## src/design/tlb_pkg.sv

```systemverilog
package tlb_pkg;

    // page sizes supported by this TLB, as log2 of the page size
    localparam logic [5:0] PS_4K = 6'd12;
    localparam logic [5:0] PS_2M = 6'd21;

    // access type reported in direct address mode
    localparam logic [1:0] DA_MAT = 2'b01;

    // ad_mode[0] set means direct mode, any other value is paged mode

    // one half of an even/odd page pair
    typedef struct packed {
        logic [19:0] pfn;
        logic [1:0]  mat;
        logic [1:0]  plv;
        logic        d;
        logic        v;
    } tlb_page_t;

    // one TLB entry, p0 maps the even page and p1 the odd page
    typedef struct packed {
        logic [18:0] vppn;
        logic [9:0]  asid;
        logic [5:0]  ps;
        logic        g;
        logic        e;
        tlb_page_t   p0;
        tlb_page_t   p1;
    } tlb_entry_t;

    typedef enum logic [1:0] {
        MEM_FETCH = 2'd0,
        MEM_LOAD  = 2'd1,
        MEM_STORE = 2'd2
    } mem_type_t;

    // one-hot exception vector, at most one bit set per lookup
    typedef logic [5:0] tlb_exc_t;

    localparam int EXC_TLBR = 0;
    localparam int EXC_PIF  = 1;
    localparam int EXC_PIL  = 2;
    localparam int EXC_PIS  = 3;
    localparam int EXC_PME  = 4;
    localparam int EXC_PPI  = 5;

endpackage

```

## src/design/tlb_storage.sv

```systemverilog
`timescale 1ns/100ps

module tlb_storage #(
    parameter int TLBNUM = 16
) (
    input  logic                        clk,
    input  logic                        rst,

    // write and refill port
    input  logic                        we,
    input  logic                        fill_mode,
    input  logic [$clog2(TLBNUM)-1:0]   w_index,
    input  logic [$clog2(TLBNUM)-1:0]   f_index,
    input  tlb_pkg::tlb_entry_t         w_entry,

    // tlbrd-style read port
    input  logic [$clog2(TLBNUM)-1:0]   r_index,
    output tlb_pkg::tlb_entry_t         r_entry,

    // whole array for the comparators
    output tlb_pkg::tlb_entry_t         entries [TLBNUM]
);

    logic [$clog2(TLBNUM)-1:0] wr_index;

    // refill takes its index from the refill counter
    assign wr_index = fill_mode ? f_index : w_index;

    // reset invalidates every entry
    always_ff @(posedge clk) begin
        if (rst) begin
            for (int i = 0; i < TLBNUM; i++) begin
                entries[i].e <= 1'b0;
            end
        end else if (we) begin
            entries[wr_index] <= w_entry;
        end
    end

    assign r_entry = entries[r_index];

    // match logic only decodes the two supported page sizes
    a_write_ps : assert property (
        @(posedge clk) disable iff (rst)
        we |-> (w_entry.ps == tlb_pkg::PS_4K || w_entry.ps == tlb_pkg::PS_2M)
    ) else $error("tlb_storage: write with unsupported ps %0d", w_entry.ps);

endmodule

```

## config.mk

```make
export PLATFORM = sky130hd
export DESIGN_NAME = tlb_storage
export DESIGN_NICKNAME = d
export VERILOG_FILES = /design/src/design/tlb_pkg.sv /design/src/design/tlb_storage.sv
export SDC_FILE = /design/constraint.sdc
export NUM_CORES = 1
export LEC_CHECK = 0
export BUFFER_PORTS_ARGS = -buffer_cell sky130_fd_sc_hd__buf_2
export CAP_MARGIN = 20
export CELL_PAD_IN_SITES_DETAIL_PLACEMENT = 1
export CELL_PAD_IN_SITES_GLOBAL_PLACEMENT = 2
export CORE_AREA = 5 5 625 627
export CTS_CLUSTER_DIAMETER = 40
export CTS_CLUSTER_SIZE = 25
export DETAILED_ROUTE_END_ITERATION = 16
export DIE_AREA = 0 0 630 632
export MAX_ROUTING_LAYER = met4
export PLACE_DENSITY_LB_ADDON = 0.05
export SYNTH_ARGS = -nofsm -noshare
export SYNTH_HDL_FRONTEND = slang
export SYNTH_SLANG_ARGS = --single-unit
export TNS_END_PERCENT = 5
```

## constraint.sdc

```tcl
create_clock -name clk -period 11.5 [get_ports clk]
set_input_delay 2.3 -clock clk [delete_from_list [all_inputs] [get_ports clk]]
set_output_delay 2.3 -clock clk [all_outputs]
set_load 0.02 [all_outputs]
```

## Yosys cells after proc, flatten, opt, wreduce, memory -nomap -nowiden

Cells that the tools add are included.
W data, S select, Z words.

- Register bits after elaboration: 1424
- Input port bits: 105
- Output and inout port bits: 1513
- Word-level logic and storage cells: 255

- $lt $le $gt $ge: 3
- Mux-type cells: 7
- Bitwise operators: 3
- Reduce and logical (&&, ||, !) cells: 2

Operators with widths:

| operator | number |
|---|---|
| $bwmux W1424 | 1 |
| $bmux W89 S4 | 1 |
| $demux W89 S4 | 1 |
| $mux W89 | 3 |
| $ge A5 B5 Y1 const B | 2 |
| $not A4 Y5 | 2 |
| $lt A5 B1 Y1 const B | 1 |
| $mux W4 | 1 |
| $reduce_and A2 Y1 | 1 |
| $logic_and A1 B1 Y1 | 1 |
| $not A1 Y1 | 1 |

## Longest topological paths before layout

- Depth after elaboration: 7
- Mapped depth: 6

## Least setup slack after synthesis

OpenSTA, ideal clock, no wires.

- Path kind: input to register
- From: input fill_mode
- To: register entries[178] (netlist bit) (enable)
- Setup time: 0.642 ns
- Data arrival time: 9.139 ns
- Required time: 10.858 ns
- Setup slack: 1.719 ns
- Cell stages on the path: 4
- Buffers on the path: 1
- Cell sequence: clkbuf_1 > nor3b_1 > o21ai_0 > nor3_1

RTL lines:

| element | line | RTL |
|---|---|---|
| start, declared | tlb_storage.sv:11 | `input logic fill_mode,` |
| end signal, assigned by index | tlb_storage.sv:36 | `entries[wr_index] <= w_entry;` |
| end, declared | tlb_storage.sv:21 | `output tlb_pkg::tlb_entry_t entries [TLBNUM]` |

==> impl_metrics.env <==
export IMPL_start_util_pct=14.0
export IMPL_synthTopCellsByArea="edfxtp_1, mux4_2, a22oi_1"
export IMPL_synth_edf_count=1408
export IMPL_path_buf_inv=4
export IMPL_synthTopCellsByCount="edfxtp_1, mux4_2, a22oi_1"
export IMPL_grt_setup_unrepaired="no"
export IMPL_cpPeakStageDelay_ns=0.66
export IMPL_largest_reg_flops=1424
export IMPL_synth_area_sq_um=53600
export IMPL_holdBufCountCts=0
export IMPL_synth_distinct_cells=21
export IMPL_top_register="entries"
export IMPL_drt_pass1_iterations=5
export IMPL_power_leakage_nw=29.2
export IMPL_fp_dieH_microns=632
export IMPL_rr_startpoint="entries[52]$_SDFFE_PP0P_"
export IMPL_dr_max_layer_used="met4"
export IMPL_layout_setup_ws_ns=3.76
export IMPL_antenna_found_initial=56
export IMPL_grt_pass1_vias=38400
export IMPL_cp_max_fo=38
export IMPL_drv_slew=0
export IMPL_grt_pass1_wl_microns=460000
export IMPL_drc_errors=0
export IMPL_clkSinkCount=1424
export IMPL_gp_congestion=0.775
export IMPL_end_kind="primary output"
export IMPL_cts_repair_resized=0
export IMPL_port_buffers=1617
export IMPL_relSlewSlack_pct=27.5
export IMPL_final_setup_tns_ns=0
export IMPL_setup_viol=0
export IMPL_h_tree_depth=5
export IMPL_routed_wl_met2_microns=196000
export IMPL_power_density_nw_per_um2=213
export IMPL_worst_pin_slew_ns=1.08
export IMPL_cts_setup_buffers=0
export IMPL_clk_path_buf_depth=4
export IMPL_dp_slack_ns=3.60
export IMPL_yosys_area_top_type="edfxtp_1"
export IMPL_whs_endpoint="entries[1031]$_SDFFE_PP0P_"
export IMPL_dp_cells=8915
export IMPL_min_period_ns=7.74
export IMPL_cp_arrival_ns=5.44
export IMPL_syn_avg_cell_area_sq_um=23.7
export IMPL_dpl_hpwl_microns=268000
export IMPL_largestRegisters="entries x1424"
export IMPL_critical_path_required_ns=9.20
export IMPL_worst_path_dominant_cell_family="buffers and inverters"
export IMPL_die_w_microns=630
export IMPL_rr_worst_depth=2
export IMPL_hold_depth=2
export IMPL_dieArea_sq_um=398000
export IMPL_wirelength_met1_microns=135000
export IMPL_num_io_pins=1618
export IMPL_ys_flop_type="edfxtp_1"
export IMPL_min_delay_start="entries[1031]$_SDFFE_PP0P_"
export IMPL_criticalPathCategory="primary input to primary output"
export IMPL_drtAntennaViolNets=0
export IMPL_num_vias=35300
export IMPL_numCtsBuffers=378
export IMPL_ys_ff_latch=1424
export IMPL_power_total_w=0.0172
export IMPL_regToRegSetupSlack_ns=10.78
export IMPL_drv_cap=0
export IMPL_r2r_end="entries[52]$_SDFFE_PP0P_"
export IMPL_syn_num_nets=2372
export IMPL_fp_coreArea_sq_um=384000
export IMPL_area_growth_pct=51.1
export IMPL_path_cells="buf_8, buf_4, buf_4, mux4_2, a22oi_1, nand2_1, buf_2"
export IMPL_cts_tree="done"
export IMPL_yosysSeqAreaShare_pct=79.4
export IMPL_final_hold_violation_count=0
export IMPL_fin_cells=9615
export IMPL_hp_class="register to register"
export IMPL_crit_path_frequent_cell="buf_4"
export IMPL_start_kind="primary input"
export IMPL_clock_skew_ns=0
export IMPL_gr_total_overflow=0
export IMPL_drt_wl_total_microns=369000
export IMPL_yosysMostFrequentCell="edfxtp_1"
export IMPL_fmax_mhz=129
export IMPL_grt_usage_pct=18.2
export IMPL_wl_met3_microns=28700
export IMPL_ys_warn_count=0
export IMPL_drive_above_1_share_pct=58.5
export IMPL_row_count=228
export IMPL_post_route_util_pct=21.1
export IMPL_critPathSlowestCell="buf_4"
export IMPL_async_flop_share_pct=0
export IMPL_vdd_drop_max_mv=0.131
export IMPL_path_clk_slew_ns=0.04
export IMPL_insertion_delay_ns=0.90
export IMPL_final_net_count=4340
export IMPL_viasPerCell=3.68
export IMPL_synth_top_area_share_pct=78.8
export IMPL_min_period_over_period_pct=67.3
export IMPL_wl_per_cell_microns=38.4
export IMPL_syn_inst=2267
export IMPL_first_iter_violations=2496
export IMPL_clockRootBuffer="clkbuf_16"
export IMPL_outcome="finished clean"
export IMPL_grt_max_degree=83
[cell type report]
| type | count | area (sq um) |
|---|---|---|
| Timing Repair Buffer | 1715 | 9010 |
| Fill cell | 41400 | 303000 |
| Clock buffer | 440 | 9840 |
| Tap cell | 5060 | 6330 |
| Multi-Input combinational cell | 716 | 10500 |
| Clock inverter | 249 | 2770 |
| Antenna cell | 11 | 27.5 |
| Sequential cell | 1424 | 42600 |
[tightest hold or removal path, stage by stage, from the launching register on]
cell and delay (ns):
dfxtp_1 0.32, nand2b_1 0.07, mux2i_1 0.06
[worst max-delay path by stage]
stage / from / endpoint / slack, ns / cells after the start
CTS: r_index[0] / r_entry[32] / 3.59 / 7
floorplan: fill_mode / entries[178]$_DFFE_PP_ / 1.72 / 4
global route: r_index[0] / r_entry[32] / 3.52 / 7
detailed placement: r_index[0] / r_entry[32] / 3.60 / 7
finish: r_index[0] / r_entry[32] / 3.76 / 7
global placement: r_index[0] / r_entry[32] / 3.61 / 7
[cell families (layout without fill, tap and decap cells)]
logic type | count (synthesis) | count (layout) | share of synthesized area (%)
DFF | 1424 | 1424 | 79.4
muxes | 372 | 372 | 15.3
AOI/OAI and AO/OA | 198 | 198 | 2.79
and+or+nand+nor | 146 | 146 | 1.26
buffers and inverters | 127 | 2404 | 1.25
other | 0 | 11 | 0
[power breakdown]
part | switching, W | internal [W] | total, W | leakage [nW]
Clock | 0.00341 | 0.00714 | 0.0106 | 6.12
Sequential | 0.0000396 | 0.00580 | 0.00584 | 12.8
Combinational | 0.000609 | 0.000247 | 0.000856 | 10.3
[cell usage in the layout (no fill, tap or decap), types with 7 or more instances in the layout]
cell type,n
bufinv_16,48
mux4_2,356
clkinv_2,69
clkbuf_16,385
edfxtp_1,1408
buf_12,13
dfxtp_1,16
nand2_1,89
mux2i_1,16
diode_2,11
a22oi_1,178
o221ai_1,16
inv_6,11
clkinv_4,15
buf_4,85
clkinvlp_4,24
buf_2,1615
clkinv_1,68
inv_16,7
nor3_2,16
nand2b_1,17
clkbuf_1,55
[through the flow]
step                area [sq um]  hold slack, ns
floorplan                  53600           0.558
global placement           68400           0.487
detailed placement         68400           0.498
CTS                        81000           0.508
global route               81000           0.524
finish                     81000           0.500
[per-layer routing]
metal,vias to the layer above,track usage [%]
met3,492,5.99
met2,1616,32.8
li1,14000,-
met5,-,-
met1,19300,19.1
met4,0,4.56
Power figures use the tool's default switching activity.
