**config.mk**
```make
export PLATFORM = sky130hd
export DESIGN_NAME = tlb_translate_flat
export DESIGN_NICKNAME = d
export VERILOG_FILES = /design/src/design/tlb_pkg.sv /design/src/design/tlb_hit_if.sv /design/src/design/tlb_translate.sv /design/src/flat_wrapper.sv
export SDC_FILE = /design/constraint.sdc
export NUM_CORES = 1
export LEC_CHECK = 0
export ABC_AREA = 1
export BUFFER_PORTS_ARGS = -buffer_cell sky130_fd_sc_hd__buf_2
export CAP_MARGIN = 20
export CORE_MARGIN = 1.5
export CORE_UTILIZATION = 35
export CTS_CLUSTER_SIZE = 30
export DETAILED_ROUTE_END_ITERATION = 6
export PLACE_DENSITY = 0.6
export SETUP_SLACK_MARGIN = 0.4
export SLEW_MARGIN = 20
export SYNTH_ARGS = -nofsm -noshare
export SYNTH_HDL_FRONTEND = slang
export SYNTH_SLANG_ARGS = --single-unit
```
**constraint.sdc**
```tcl
create_clock -name clk -period 1.1 [get_ports clk]
set_input_delay 0 -clock clk [delete_from_list [all_inputs] [get_ports clk]]
set_output_delay 0 -clock clk [all_outputs]
set_load 0.01 [all_outputs]
```
**src/design/tlb_pkg.sv**
```systemverilog
package tlb_pkg;

    // page sizes supported by this TLB, as log2 of the page size
    localparam logic [5:0] PS_4K = 6'd12;
    localparam logic [5:0] PS_2M = 6'd21;

    // access type reported in direct address mode
    localparam logic [1:0] DA_MAT = 2'b01;

    // ad_mode[0] set means direct mode, any other value is paged mode

    // one half of an even/odd page pair
    typedef struct packed {
        logic [19:0] pfn;
        logic [1:0]  mat;
        logic [1:0]  plv;
        logic        d;
        logic        v;
    } tlb_page_t;

    // one TLB entry, p0 maps the even page and p1 the odd page
    typedef struct packed {
        logic [18:0] vppn;
        logic [9:0]  asid;
        logic [5:0]  ps;
        logic        g;
        logic        e;
        tlb_page_t   p0;
        tlb_page_t   p1;
    } tlb_entry_t;

    typedef enum logic [1:0] {
        MEM_FETCH = 2'd0,
        MEM_LOAD  = 2'd1,
        MEM_STORE = 2'd2
    } mem_type_t;

    // one-hot exception vector, at most one bit set per lookup
    typedef logic [5:0] tlb_exc_t;

    localparam int EXC_TLBR = 0;
    localparam int EXC_PIF  = 1;
    localparam int EXC_PIL  = 2;
    localparam int EXC_PIS  = 3;
    localparam int EXC_PME  = 4;
    localparam int EXC_PPI  = 5;

endpackage

```
**src/design/tlb_hit_if.sv**
```systemverilog
`timescale 1ns/100ps

// lookup result of one search port, selected page of the hit entry
interface tlb_hit_if;
    logic        hit;
    logic [19:0] pfn;
    logic [5:0]  ps;
    logic [1:0]  mat;
    logic [1:0]  plv;
    logic        v;
    logic        d;
    // vaddr bit ps of the lookup, picks the odd half
    logic        odd;

    modport match (
        output hit, pfn, ps, mat, plv, v, d, odd
    );

    modport translate (
        input hit, pfn, ps, mat, plv, v, d, odd
    );

endinterface

```
**src/design/tlb_translate.sv**
```systemverilog
`timescale 1ns/100ps

module tlb_translate (
    input  logic                clk,
    input  logic                rst,

    // request captured on en
    input  logic                en,
    input  logic [1:0]          ad_mode,
    input  logic [31:0]         vaddr,
    input  logic [1:0]          plv,
    input  tlb_pkg::mem_type_t  mem_type,
    tlb_hit_if.translate        hit,

    // result valid from the edge after en
    output logic [31:0]         paddr,
    output logic [1:0]          mat,
    output tlb_pkg::tlb_exc_t   exception
);

    logic               valid_q;
    logic               direct_q;
    logic [31:0]        vaddr_q;
    logic [1:0]         plv_q;
    tlb_pkg::mem_type_t mem_type_q;
    logic               hit_q;
    logic [19:0]        pfn_q;
    logic [5:0]         ps_q;
    logic [1:0]         mat_q;
    logic [1:0]         page_plv_q;
    logic               v_q;
    logic               d_q;

    // output register so the outputs read zero after reset
    always_ff @(posedge clk) begin
        if (rst) begin
            valid_q    <= 1'b0;
            direct_q   <= 1'b0;
            vaddr_q    <= '0;
            plv_q      <= '0;
            mem_type_q <= tlb_pkg::MEM_FETCH;
            hit_q      <= 1'b0;
            pfn_q      <= '0;
            ps_q       <= '0;
            mat_q      <= '0;
            page_plv_q <= '0;
            v_q        <= 1'b0;
            d_q        <= 1'b0;
        end else if (en) begin
            valid_q    <= 1'b1;
            direct_q   <= ad_mode[0];
            vaddr_q    <= vaddr;
            plv_q      <= plv;
            mem_type_q <= mem_type;
            hit_q      <= hit.hit;
            pfn_q      <= hit.pfn;
            ps_q       <= hit.ps;
            mat_q      <= hit.mat;
            page_plv_q <= hit.plv;
            v_q        <= hit.v;
            d_q        <= hit.d;
        end
    end

    // offset width of the physical address follows the page size
    always_comb begin
        if (direct_q) begin
            paddr = vaddr_q;
        end else if (ps_q == tlb_pkg::PS_2M) begin
            paddr = {pfn_q[19:9], vaddr_q[20:0]};
        end else begin
            paddr = {pfn_q, vaddr_q[11:0]};
        end
    end

    assign mat = direct_q ? tlb_pkg::DA_MAT : mat_q;

    // priority is miss, invalid page, privilege, then dirty
    always_comb begin
        exception = '0;
        if (valid_q && !direct_q) begin
            if (!hit_q) begin
                exception[tlb_pkg::EXC_TLBR] = 1'b1;
            end else if (!v_q) begin
                case (mem_type_q)
                    tlb_pkg::MEM_FETCH: exception[tlb_pkg::EXC_PIF] = 1'b1;
                    tlb_pkg::MEM_LOAD:  exception[tlb_pkg::EXC_PIL] = 1'b1;
                    default:            exception[tlb_pkg::EXC_PIS] = 1'b1;
                endcase
            end else if (plv_q > page_plv_q) begin
                exception[tlb_pkg::EXC_PPI] = 1'b1;
            end else if (mem_type_q == tlb_pkg::MEM_STORE && !d_q) begin
                exception[tlb_pkg::EXC_PME] = 1'b1;
            end
        end
    end

    a_exc_onehot : assert property (
        @(posedge clk) disable iff (rst)
        $onehot0(exception)
    ) else $error("tlb_translate: exception not one-hot, %b", exception);

endmodule

```
**src/flat_wrapper.sv**
```systemverilog
// flat-port wrapper written by rule: the top's interface ports become plain ports
module tlb_translate_flat 
  (clk, rst, en, ad_mode, vaddr, plv, mem_type, paddr, mat, exception, hit_hit, hit_pfn, hit_ps, hit_mat, hit_plv, hit_v, hit_d, hit_odd);
  tlb_hit_if hit_i ();
  input  logic clk;
  input  logic rst;
  input  logic en;
  input  logic [1:0] ad_mode;
  input  logic [31:0] vaddr;
  input  logic [1:0] plv;
  input  tlb_pkg::mem_type_t mem_type;
  output logic [31:0] paddr;
  output logic [1:0] mat;
  output tlb_pkg::tlb_exc_t exception;
  input wire logic [$bits(hit_i.hit)-1:0] hit_hit;
  input wire logic [$bits(hit_i.pfn)-1:0] hit_pfn;
  input wire logic [$bits(hit_i.ps)-1:0] hit_ps;
  input wire logic [$bits(hit_i.mat)-1:0] hit_mat;
  input wire logic [$bits(hit_i.plv)-1:0] hit_plv;
  input wire logic [$bits(hit_i.v)-1:0] hit_v;
  input wire logic [$bits(hit_i.d)-1:0] hit_d;
  input wire logic [$bits(hit_i.odd)-1:0] hit_odd;
  assign hit_i.hit = hit_hit;
  assign hit_i.pfn = hit_pfn;
  assign hit_i.ps = hit_ps;
  assign hit_i.mat = hit_mat;
  assign hit_i.plv = hit_plv;
  assign hit_i.v = hit_v;
  assign hit_i.d = hit_d;
  assign hit_i.odd = hit_odd;
  tlb_translate u_core (.clk(clk), .rst(rst), .en(en), .ad_mode(ad_mode), .vaddr(vaddr), .plv(plv), .mem_type(mem_type), .hit(hit_i), .paddr(paddr), .mat(mat), .exception(exception));
endmodule
```
## Yosys cells after proc, flatten, opt, wreduce, memory -nomap -nowiden

Cells that the tools add are included.

- Register bits: 71
- Latch bits: 0
- RAM bits: 0
- ROM bits: 0
- Output and inout port bits: 40
- Memories kept: 0

- Add/subtract/negate cells: 0
- Multipliers: 0
- Divide/modulo/power cells: 0
- Magnitude comparators: 1
- Eq/ne operators: 3
- Shift-type cells: 0
- Muxes and demuxes: 14
- Bitwise gates (word level): 0
- Reduce and logical (&&, ||, !) cells: 6

Operators by type and width:

| kind | number |
|---|---|
| $mux 32 | 1 |
| $mux 21 | 1 |
| $mux 1 | 7 |
| $eq 6x5->1 const B | 1 |
| $mux 6 | 1 |
| $mux 5 | 1 |
| $mux 2 | 2 |
| $mux 3 | 1 |
| $eq 2x1->1 const B | 1 |
| $eq 2x2->1 const B | 1 |
| $gt 2x2->1 | 1 |
| $logic_and 1x1->1 | 2 |
| $logic_not 1->1 | 2 |
| $logic_not 2->1 | 1 |
| $reduce_or 2->1 | 1 |

## Longest topological paths before layout

Gate-level depths: netlist of the first run.

- Word-level depth: 7
- Mapped depth: 7

## Least setup slack after synthesis of the first run

Ideal clock, no wire load.

- Kind: register -> output
- Start point: reg u_core.page_plv_q[1]
- End point: out exception[5]
- Arrival time: 1,102 ps
- Data required time: 1,100 ps
- Setup slack: -2 ps
- Stages on the path, launching flop included: 7
- Buffers on the path: 0
- Cells stage by stage: dfxtp_1 -> inv_1 -> ha_1 -> inv_1 -> o21ai_0 -> nand2_1 -> nor3_1

- Word-level cells in the longest chain between the ends: 5

Ends and longest elaborated chain:

| what | RTL line | text |
|---|---|---|
| start: declaration | tlb_translate.sv:30 | `logic [1:0] page_plv_q;` |
| start signal: assignment | tlb_translate.sv:59 | `page_plv_q <= hit.plv;` |
| $gt 2x2->1 | tlb_translate.sv:90 | `end else if (plv_q > page_plv_q) begin` |
| $mux 1 | tlb_translate.sv:90 |  |
| $mux 2 | tlb_translate.sv:84 | `end else if (!v_q) begin` |
| $mux 5 | tlb_translate.sv:82 | `if (!hit_q) begin` |
| $mux 6 | tlb_translate.sv:81 | `if (valid_q && !direct_q) begin` |
| end: declaration | flat_wrapper.sv:14 | `output tlb_pkg::tlb_exc_t exception;` |

No other way between the ends.

## Worst setup path after layout of the first run

Ends and elaborated chain as after synthesis.

==> run summary, run 1 <==
status -> finished, violations left
failing checks -> setup timing
design area -> 0.005565 mm^2
crit path cell chain -> inv_2, ha_4, inv_2, o21ai_2, nand2_2, nor3_2, buf_2
Starting Density -> 0.3583
initial antenna violation count -> 0
Synth top cells by count -> nand2_1, dfxtp_1, a21oi_1
dpl cell area -> 0.003777 mm^2
met3 usage -> 0.05925
Synth area leaders -> dfxtp_1, nand2_1, a21oi_1
CORE AREA -> 0.008636 mm^2
Leak -> 2.477 nW
Worst Tran Pin Value -> 0.4996 ns
DR vias/cell -> 4.627
post-synthesis compound-gate area fraction -> 0.1456
drt pass-1 iters -> 4
CTS buffer count -> 9
area share of fa/ha/maj cells after synthesis -> 0.008087
clk_lat worst skew -> 0.34 ns
final WL -> 9.846 mm
Avg Inst Size Synth -> 7.529 um^2
Core Rows -> 34
utilization after layout -> 0.6445
max cap viols -> 0
crit path launch type -> register
Worst slew margin -> 0.6669
DR vias -> 3322
global-route wire length before repair -> 15.57 mm
largest family of logic cells by synthesized area -> simple AND/OR/NAND/NOR gates
Net Count, Synth -> 488
post-synthesis sequential area ratio -> 0.4594
clk buf depth -> 2
worst-path cell with the longest stage delay -> dfxtp_2
Cells after Synth -> 411
ys flop type -> dfxtp_1
DRC viols -> 0
register clock-pin slew on the reported worst setup and hold paths -> 0.07 ns
number of flops mapped to enable cells by yosys -> 0
Die Width -> 97.03 um
WP data required -> 1.10 ns
largest net degree at the start of global routing -> 52
YS warnings -> 0
Critical Path End Type -> output pin
boundary pin count -> 115
kind of critical path -> reg -> out
max-slew violations -> 0
post-synth top area cell -> dfxtp_1
Worst EP arrival -> 1.44 ns
asr flop ratio synth -> 0
final worst path period share -> 1.313
CP max FO -> 2
Final Worst Setup Slack -> -0.3447 ns
n_diodes -> 0
Peak VDD IR -> 798.9 uV
Placer Congestion -> 0.7912
CTS tree -> built
# port buffers -> 112
register bit total from synthesis -> 71
Place WS -> -0.02017 ns
Congestion Overflow GR -> 0
DR iter-0 viols -> 91
routing usage on met1 -> 0.2438
Sink Count -> 71
count of unique library cells instantiated by Yosys -> 22
Die Ht -> 97.03 um
area share of and/or/nand/nor cells after synthesis -> 0.2871
WL/cell -> 13.71 um
final setup vio count -> 29
Area growth, synth to finish -> 79.86%
Post-Syn Area -> 0.003094 mm^2
M2 GR Usage -> 0.3507
H-tree depth -> 3
setup skew after layout -> 0 ns
setup TNS -> -5.428 ns
nets -> 682
layout cells sized above 1 -> 0.5148
vias in the first global route -> 3271
Tot GR Track Use -> 0.2034
CP delay by family, top -> flip-flops
XOR/XNOR Fraction of Synth Area -> 0
Top Usage Layer GRT -> met2
PwrDens -> 1183 mW/mm^2
Buf/Inv on CP -> 3
post-synthesis mux area share -> 0
hold crit path type -> in -> reg
min Tclk post-route -> 1.445 ns
root buffer cell -> clkbuf_8
antenna viol nets, final -> 0
Die ar. -> 0.009414 mm^2
final hold violation count -> 0
fmax -> 692.2 MHz
Most Frequent Cell on Critical Path -> inv_2
post-synth top area share -> 0.4594
DP HPWL -> 5.238 mm
CP max stage delay -> 0.32 ns
unrepaired setup endpoints after global routing -> yes
most numerous cell in the Yosys netlist -> nand2_1
## path summary, 6_finish.rpt
path / startpoint / to / slack [ns] / cells after the start
worst max-delay path: u_core.page_plv_q[1]$_SDFFE_PP0P_ / exception[5] / -0.34 / 7
worst min-delay path: rst / u_core.mem_type_q[1]$_SDFFE_PP0P_ / 0.13 / 2
worst max register to register: u_core.page_plv_q[1]$_SDFFE_PP0P_ / u_core.page_plv_q[1]$_SDFFE_PP0P_ / -0.32 / 10
worst min register to register: u_core.ps_q[4]$_SDFFE_PP0P_ / u_core.ps_q[4]$_SDFFE_PP0P_ / 0.46 / 2
## area by class of cell
cell class | count | area [um^2]
Clock buffer | 13 | 158.9
Multi-Input combinational cell | 290 | 1748
Tap cell | 108 | 135.1
Sequential cell | 71 | 1463
Inverter | 13 | 66.31
Timing Repair Buffer | 220 | 1929
Fill cell | 715 | 3070
Clock inverter | 3 | 65.06
## per-stage QoR
step	hold WS, ns	cells	power [mW]
6_report	0.1268	718	6.585
3_5_place_dp	0.2524	605	3.692
5_1_grt	0.1425	718	6.897
2_1_floorplan	0.1405	411	3.406
3_3_place_gp	0.2503	605	3.677
4_1_cts	0.1027	709	6.441
## worst register-to-register path: cells and delay by family (launching register included)
family	cells	cell delay [ns]
flops	1	0.32
buf+inv	9	0.87
compound gates	1	0.16
## timing repair
action	in CTS	in global routing
gates resized for setup	78	81
setup endpoints to repair	44	49
pin swaps	12	26
cloned	1	2
hold endpoints to repair	70	0
hold buffers	70	0
setup buffers	17	7
## routing by layer
| layer | share of wire | wire length (um) |
|---|---|---|
| met3 | 0.050 | 496 |
| met1 | 0.43 | 4239 |
| met5 | 0 | 0 |
| met4 | 0.013 | 127 |
| met2 | 0.51 | 4982 |
## power breakdown
group	internal (mW)	switching [mW]
registers	2.72	0.124
logic	0.772	0.629
clock network	1.40	0.936
## cells in the final DEF (no fill, tap or decap), drive strengths merged
master / instances
nand2: 186
buf: 149
dfxtp: 71
dlygate4sd3: 70
a21oi: 62
nor2: 17
clkbuf: 14
inv: 12
nand3: 11
a211oi: 8
nor4: 2
bufinv: 2
clkinv: 2
ha: 2
o21ai: 1
nor3: 1
## kinds of logic (layout without fill, tap and decap cells)
kind of cell    count (synthesis)  in the layout
simple gates                  216            217
fa+ha+maj                       2              2
compound gates                 71             71
buf+inv                        51            249
flops                          71             71
## state kept, by name, summed over array words and instances (netlist names)
name,count
u_core.valid_q,1
u_core.direct_q,1
u_core.mat_q,2
u_core.mem_type_q,2
u_core.hit_q,1
u_core.plv_q,2
u_core.vaddr_q,32
u_core.d_q,1
u_core.pfn_q,20
u_core.page_plv_q,2
u_core.v_q,1
u_core.ps_q,6
(Power assumes the default switching activity.)
==> run 2, diff against run 1 <==
- BUFFER_PORTS_ARGS: -buffer_cell sky130_fd_sc_hd__buf_2 -> unset
- DONT_BUFFER_PORTS: unset -> 1
- PLACE_DENSITY: 0.6 -> 0.49
==> run summary, run 2 (synthesis results as in run 1) <==
fmax -> 733.1 MHz (+5.9%)
setup skew after layout -> 0 ns (unchanged)
root buffer cell -> clkbuf_8
DRC viols -> 0 (unchanged)
DR vias -> 2515 (-24%)
PwrDens -> 1355 mW/mm^2 (+15%)
failing checks -> hold timing, setup timing
Place WS -> 0.03363 ns (+0.05379 ns)
Largest Register -> u_core.vaddr_q
Seq pwr share -> 0.524 (+0.091)
final WL -> 7.783 mm (-21%)
area occupied by multi-input gates -> 0.001897 mm^2 (+8.5%)
boundary pin count -> 115 (unchanged)
largest net degree at the start of global routing -> 72 (+38%)
DP HPWL -> 4.446 mm (-15%)
Clock Power Share -> 0.334 (-0.021)
final hold violation count -> 71 (+71)
hold_ws -> -0.2829 ns (-0.4097 ns)
WP data required -> 1.10 ns (about the same)
DR top layer -> met4
layout cells sized above 1 -> 0.4632 (-0.05152)
design area -> 0.004028 mm^2 (-28%)
Non-Filler Instances -> 516 (-28%)
Worst EP arrival -> 1.36 ns (-0.08 ns)
# fillers -> 889 (+24%)
Leak -> 1.616 nW (-35%)
NetSw -> 1.465 mW (-13%)
Starting Density -> 0.3583 (unchanged)
global-route wire length before repair -> 12.61 mm (-19%)
most frequent cells in the layout -> nand2_1, dfxtp_1, a21oi_1
FF+latch area -> 0.001464 mm^2 (about the same)
final setup vio count -> 24 (-17%)
Placer Congestion -> 0.7673 (-3.0%)
DR iter-0 viols -> 101 (+11%)
Final Worst Setup Slack -> -0.2640 ns (+0.08068 ns)
crit path launch type -> register
clk_lat worst skew -> 0.34 ns (about the same)
Cells after DPL -> 486 (-20%)
CORE AREA -> 0.008636 mm^2 (unchanged)
internal power -> 3.993 mW (-18%)
DR vias/cell -> 4.874 (+5.3%)
Worst slew margin -> 0.8162 (+0.1493)
Die Width -> 97.03 um (unchanged)
commonest non-fill, non-tap cell in the layout -> nand2_1
max reg flops -> 32 (unchanged)
final worst path period share -> 1.240 (-0.07334)
Die Ht -> 97.03 um (unchanged)
status -> finished, violations left
max cap viols -> 0 (unchanged)
nets -> 482 (-29%)
Largest regs -> u_core.vaddr_q (32), u_core.pfn_q (20), u_core.ps_q (6)
CTS tree -> built
Power, Total -> 5.458 mW (-17%)
Sw Ratio -> 0.2685 (+0.01203)
register clock-pin slew on the reported worst setup and hold paths -> 0.07 ns (about the same)
min Tclk post-route -> 1.364 ns (-0.08068 ns)
drt pass-1 iters -> 3 (-1)
length of routed met3 wiring -> 567 um (+14%)
H-tree depth -> 3 (unchanged)
Sink Count -> 71 (unchanged)
CTS buffer count -> 9 (unchanged)
Die ar. -> 0.009414 mm^2 (unchanged)
Critical Path End Type -> output pin
hold crit path type -> in -> reg
Area growth, synth to finish -> 30.17%
Post-Route M1 WL -> 3.431 mm (-19%)
setup TNS -> -2.705 ns (+2.723 ns)
dpl cell area -> 0.003139 mm^2 (-17%)
Core Rows -> 34 (unchanged)
Peak VDD IR -> 638.8 uV (-20%)
# port buffers -> 0 (-100%)
Comb pwr share -> 0.141 (-0.072)
antenna viol nets, final -> 0 (unchanged)
kind of critical path -> reg -> out
max-slew violations -> 0 (unchanged)
utilization after layout -> 0.4664 (-0.1781)
initial antenna violation count -> 0 (unchanged)
Congestion Overflow GR -> 0 (unchanged)
unrepaired setup endpoints after global routing -> yes
Worst Tran Pin Value -> 0.2736 ns (-0.2260 ns)
metal2 WL -> 3.692 mm (-26%)
CP max FO -> 2 (unchanged)
WL/cell -> 15.08 um (+10%)
vias in the first global route -> 2439 (-25%)
clk buf depth -> 2 (unchanged)
n_diodes -> 0 (unchanged)
Tot GR Track Use -> 0.1691 (-0.03430)
-- run 2: power by group through the flow --
| stage | logic, mW | registers, mW | clock network, mW |
|---|---|---|---|
| 6_report | 0.771 | 2.86 | 1.82 |
| 5_1_grt | 0.849 | 2.88 | 2.02 |
| 4_1_cts | 0.712 | 2.86 | 1.90 |
| 3_5_place_dp | 0.501 | 2.88 | 0 |
| 3_3_place_gp | 0.495 | 2.88 | 0 |
| 2_1_floorplan | 0.556 | 2.85 | 0 |
-- run 2: timing repair --
| item | 4_1_cts | 5_1_grt |
|---|---|---|
| pin swaps | 33 | 17 |
| gates resized for setup | 121 | 35 |
| buffers inserted | 9 | 3 |
| cloned | 4 | 0 |
| hold endpoints to repair | 71 | 71 |
| setup endpoints to repair | 43 | 48 |
-- run 2: critical path, stage by stage (launching register included) --
cell and delay, ns:
dfxtp_2 0.32, inv_2 0.04, ha_4 0.26, inv_2 0.03, o21ai_2 0.11, nand2_2 0.09, nor3_4 0.16
-- run 2: area by class of cell --
| class | instances | area share |
|---|---|---|
| inverters | 13 | 0.01709 |
| clock buffers | 13 | 0.03945 |
| clock inverters | 1 | 0.001243 |
| repair buffers | 20 | 0.07425 |
| multi-input cells | 290 | 0.4710 |
| flip-flops and latches | 71 | 0.3635 |
| well taps | 108 | 0.03355 |
-- run 2: worst paths after layout --
path                                                   startpoint                        endpoint  slack (ns)  cells after the start
worst max-delay path            u_core.page_plv_q[1]$_SDFFE_PP0P_                    exception[5]       -0.26                      6
worst min-delay path                                          rst  u_core.vaddr_q[9]$_SDFFE_PP0P_       -0.28                      1
worst max register to register       u_core.direct_q$_SDFFE_PP0P_    u_core.direct_q$_SDFFE_PP0P_        0.09                      4
worst min register to register        u_core.ps_q[4]$_SDFFE_PP0P_     u_core.ps_q[4]$_SDFFE_PP0P_        0.46                      2
-- run 2: per-layer routing --
metal | global-route usage | up-vias
li1 | - | 1283
met1 | 0.2198 | 1148
met2 | 0.2647 | 77
met3 | 0.06503 | 7
met4 | 0.04013 | 0
met5 | 0 | -
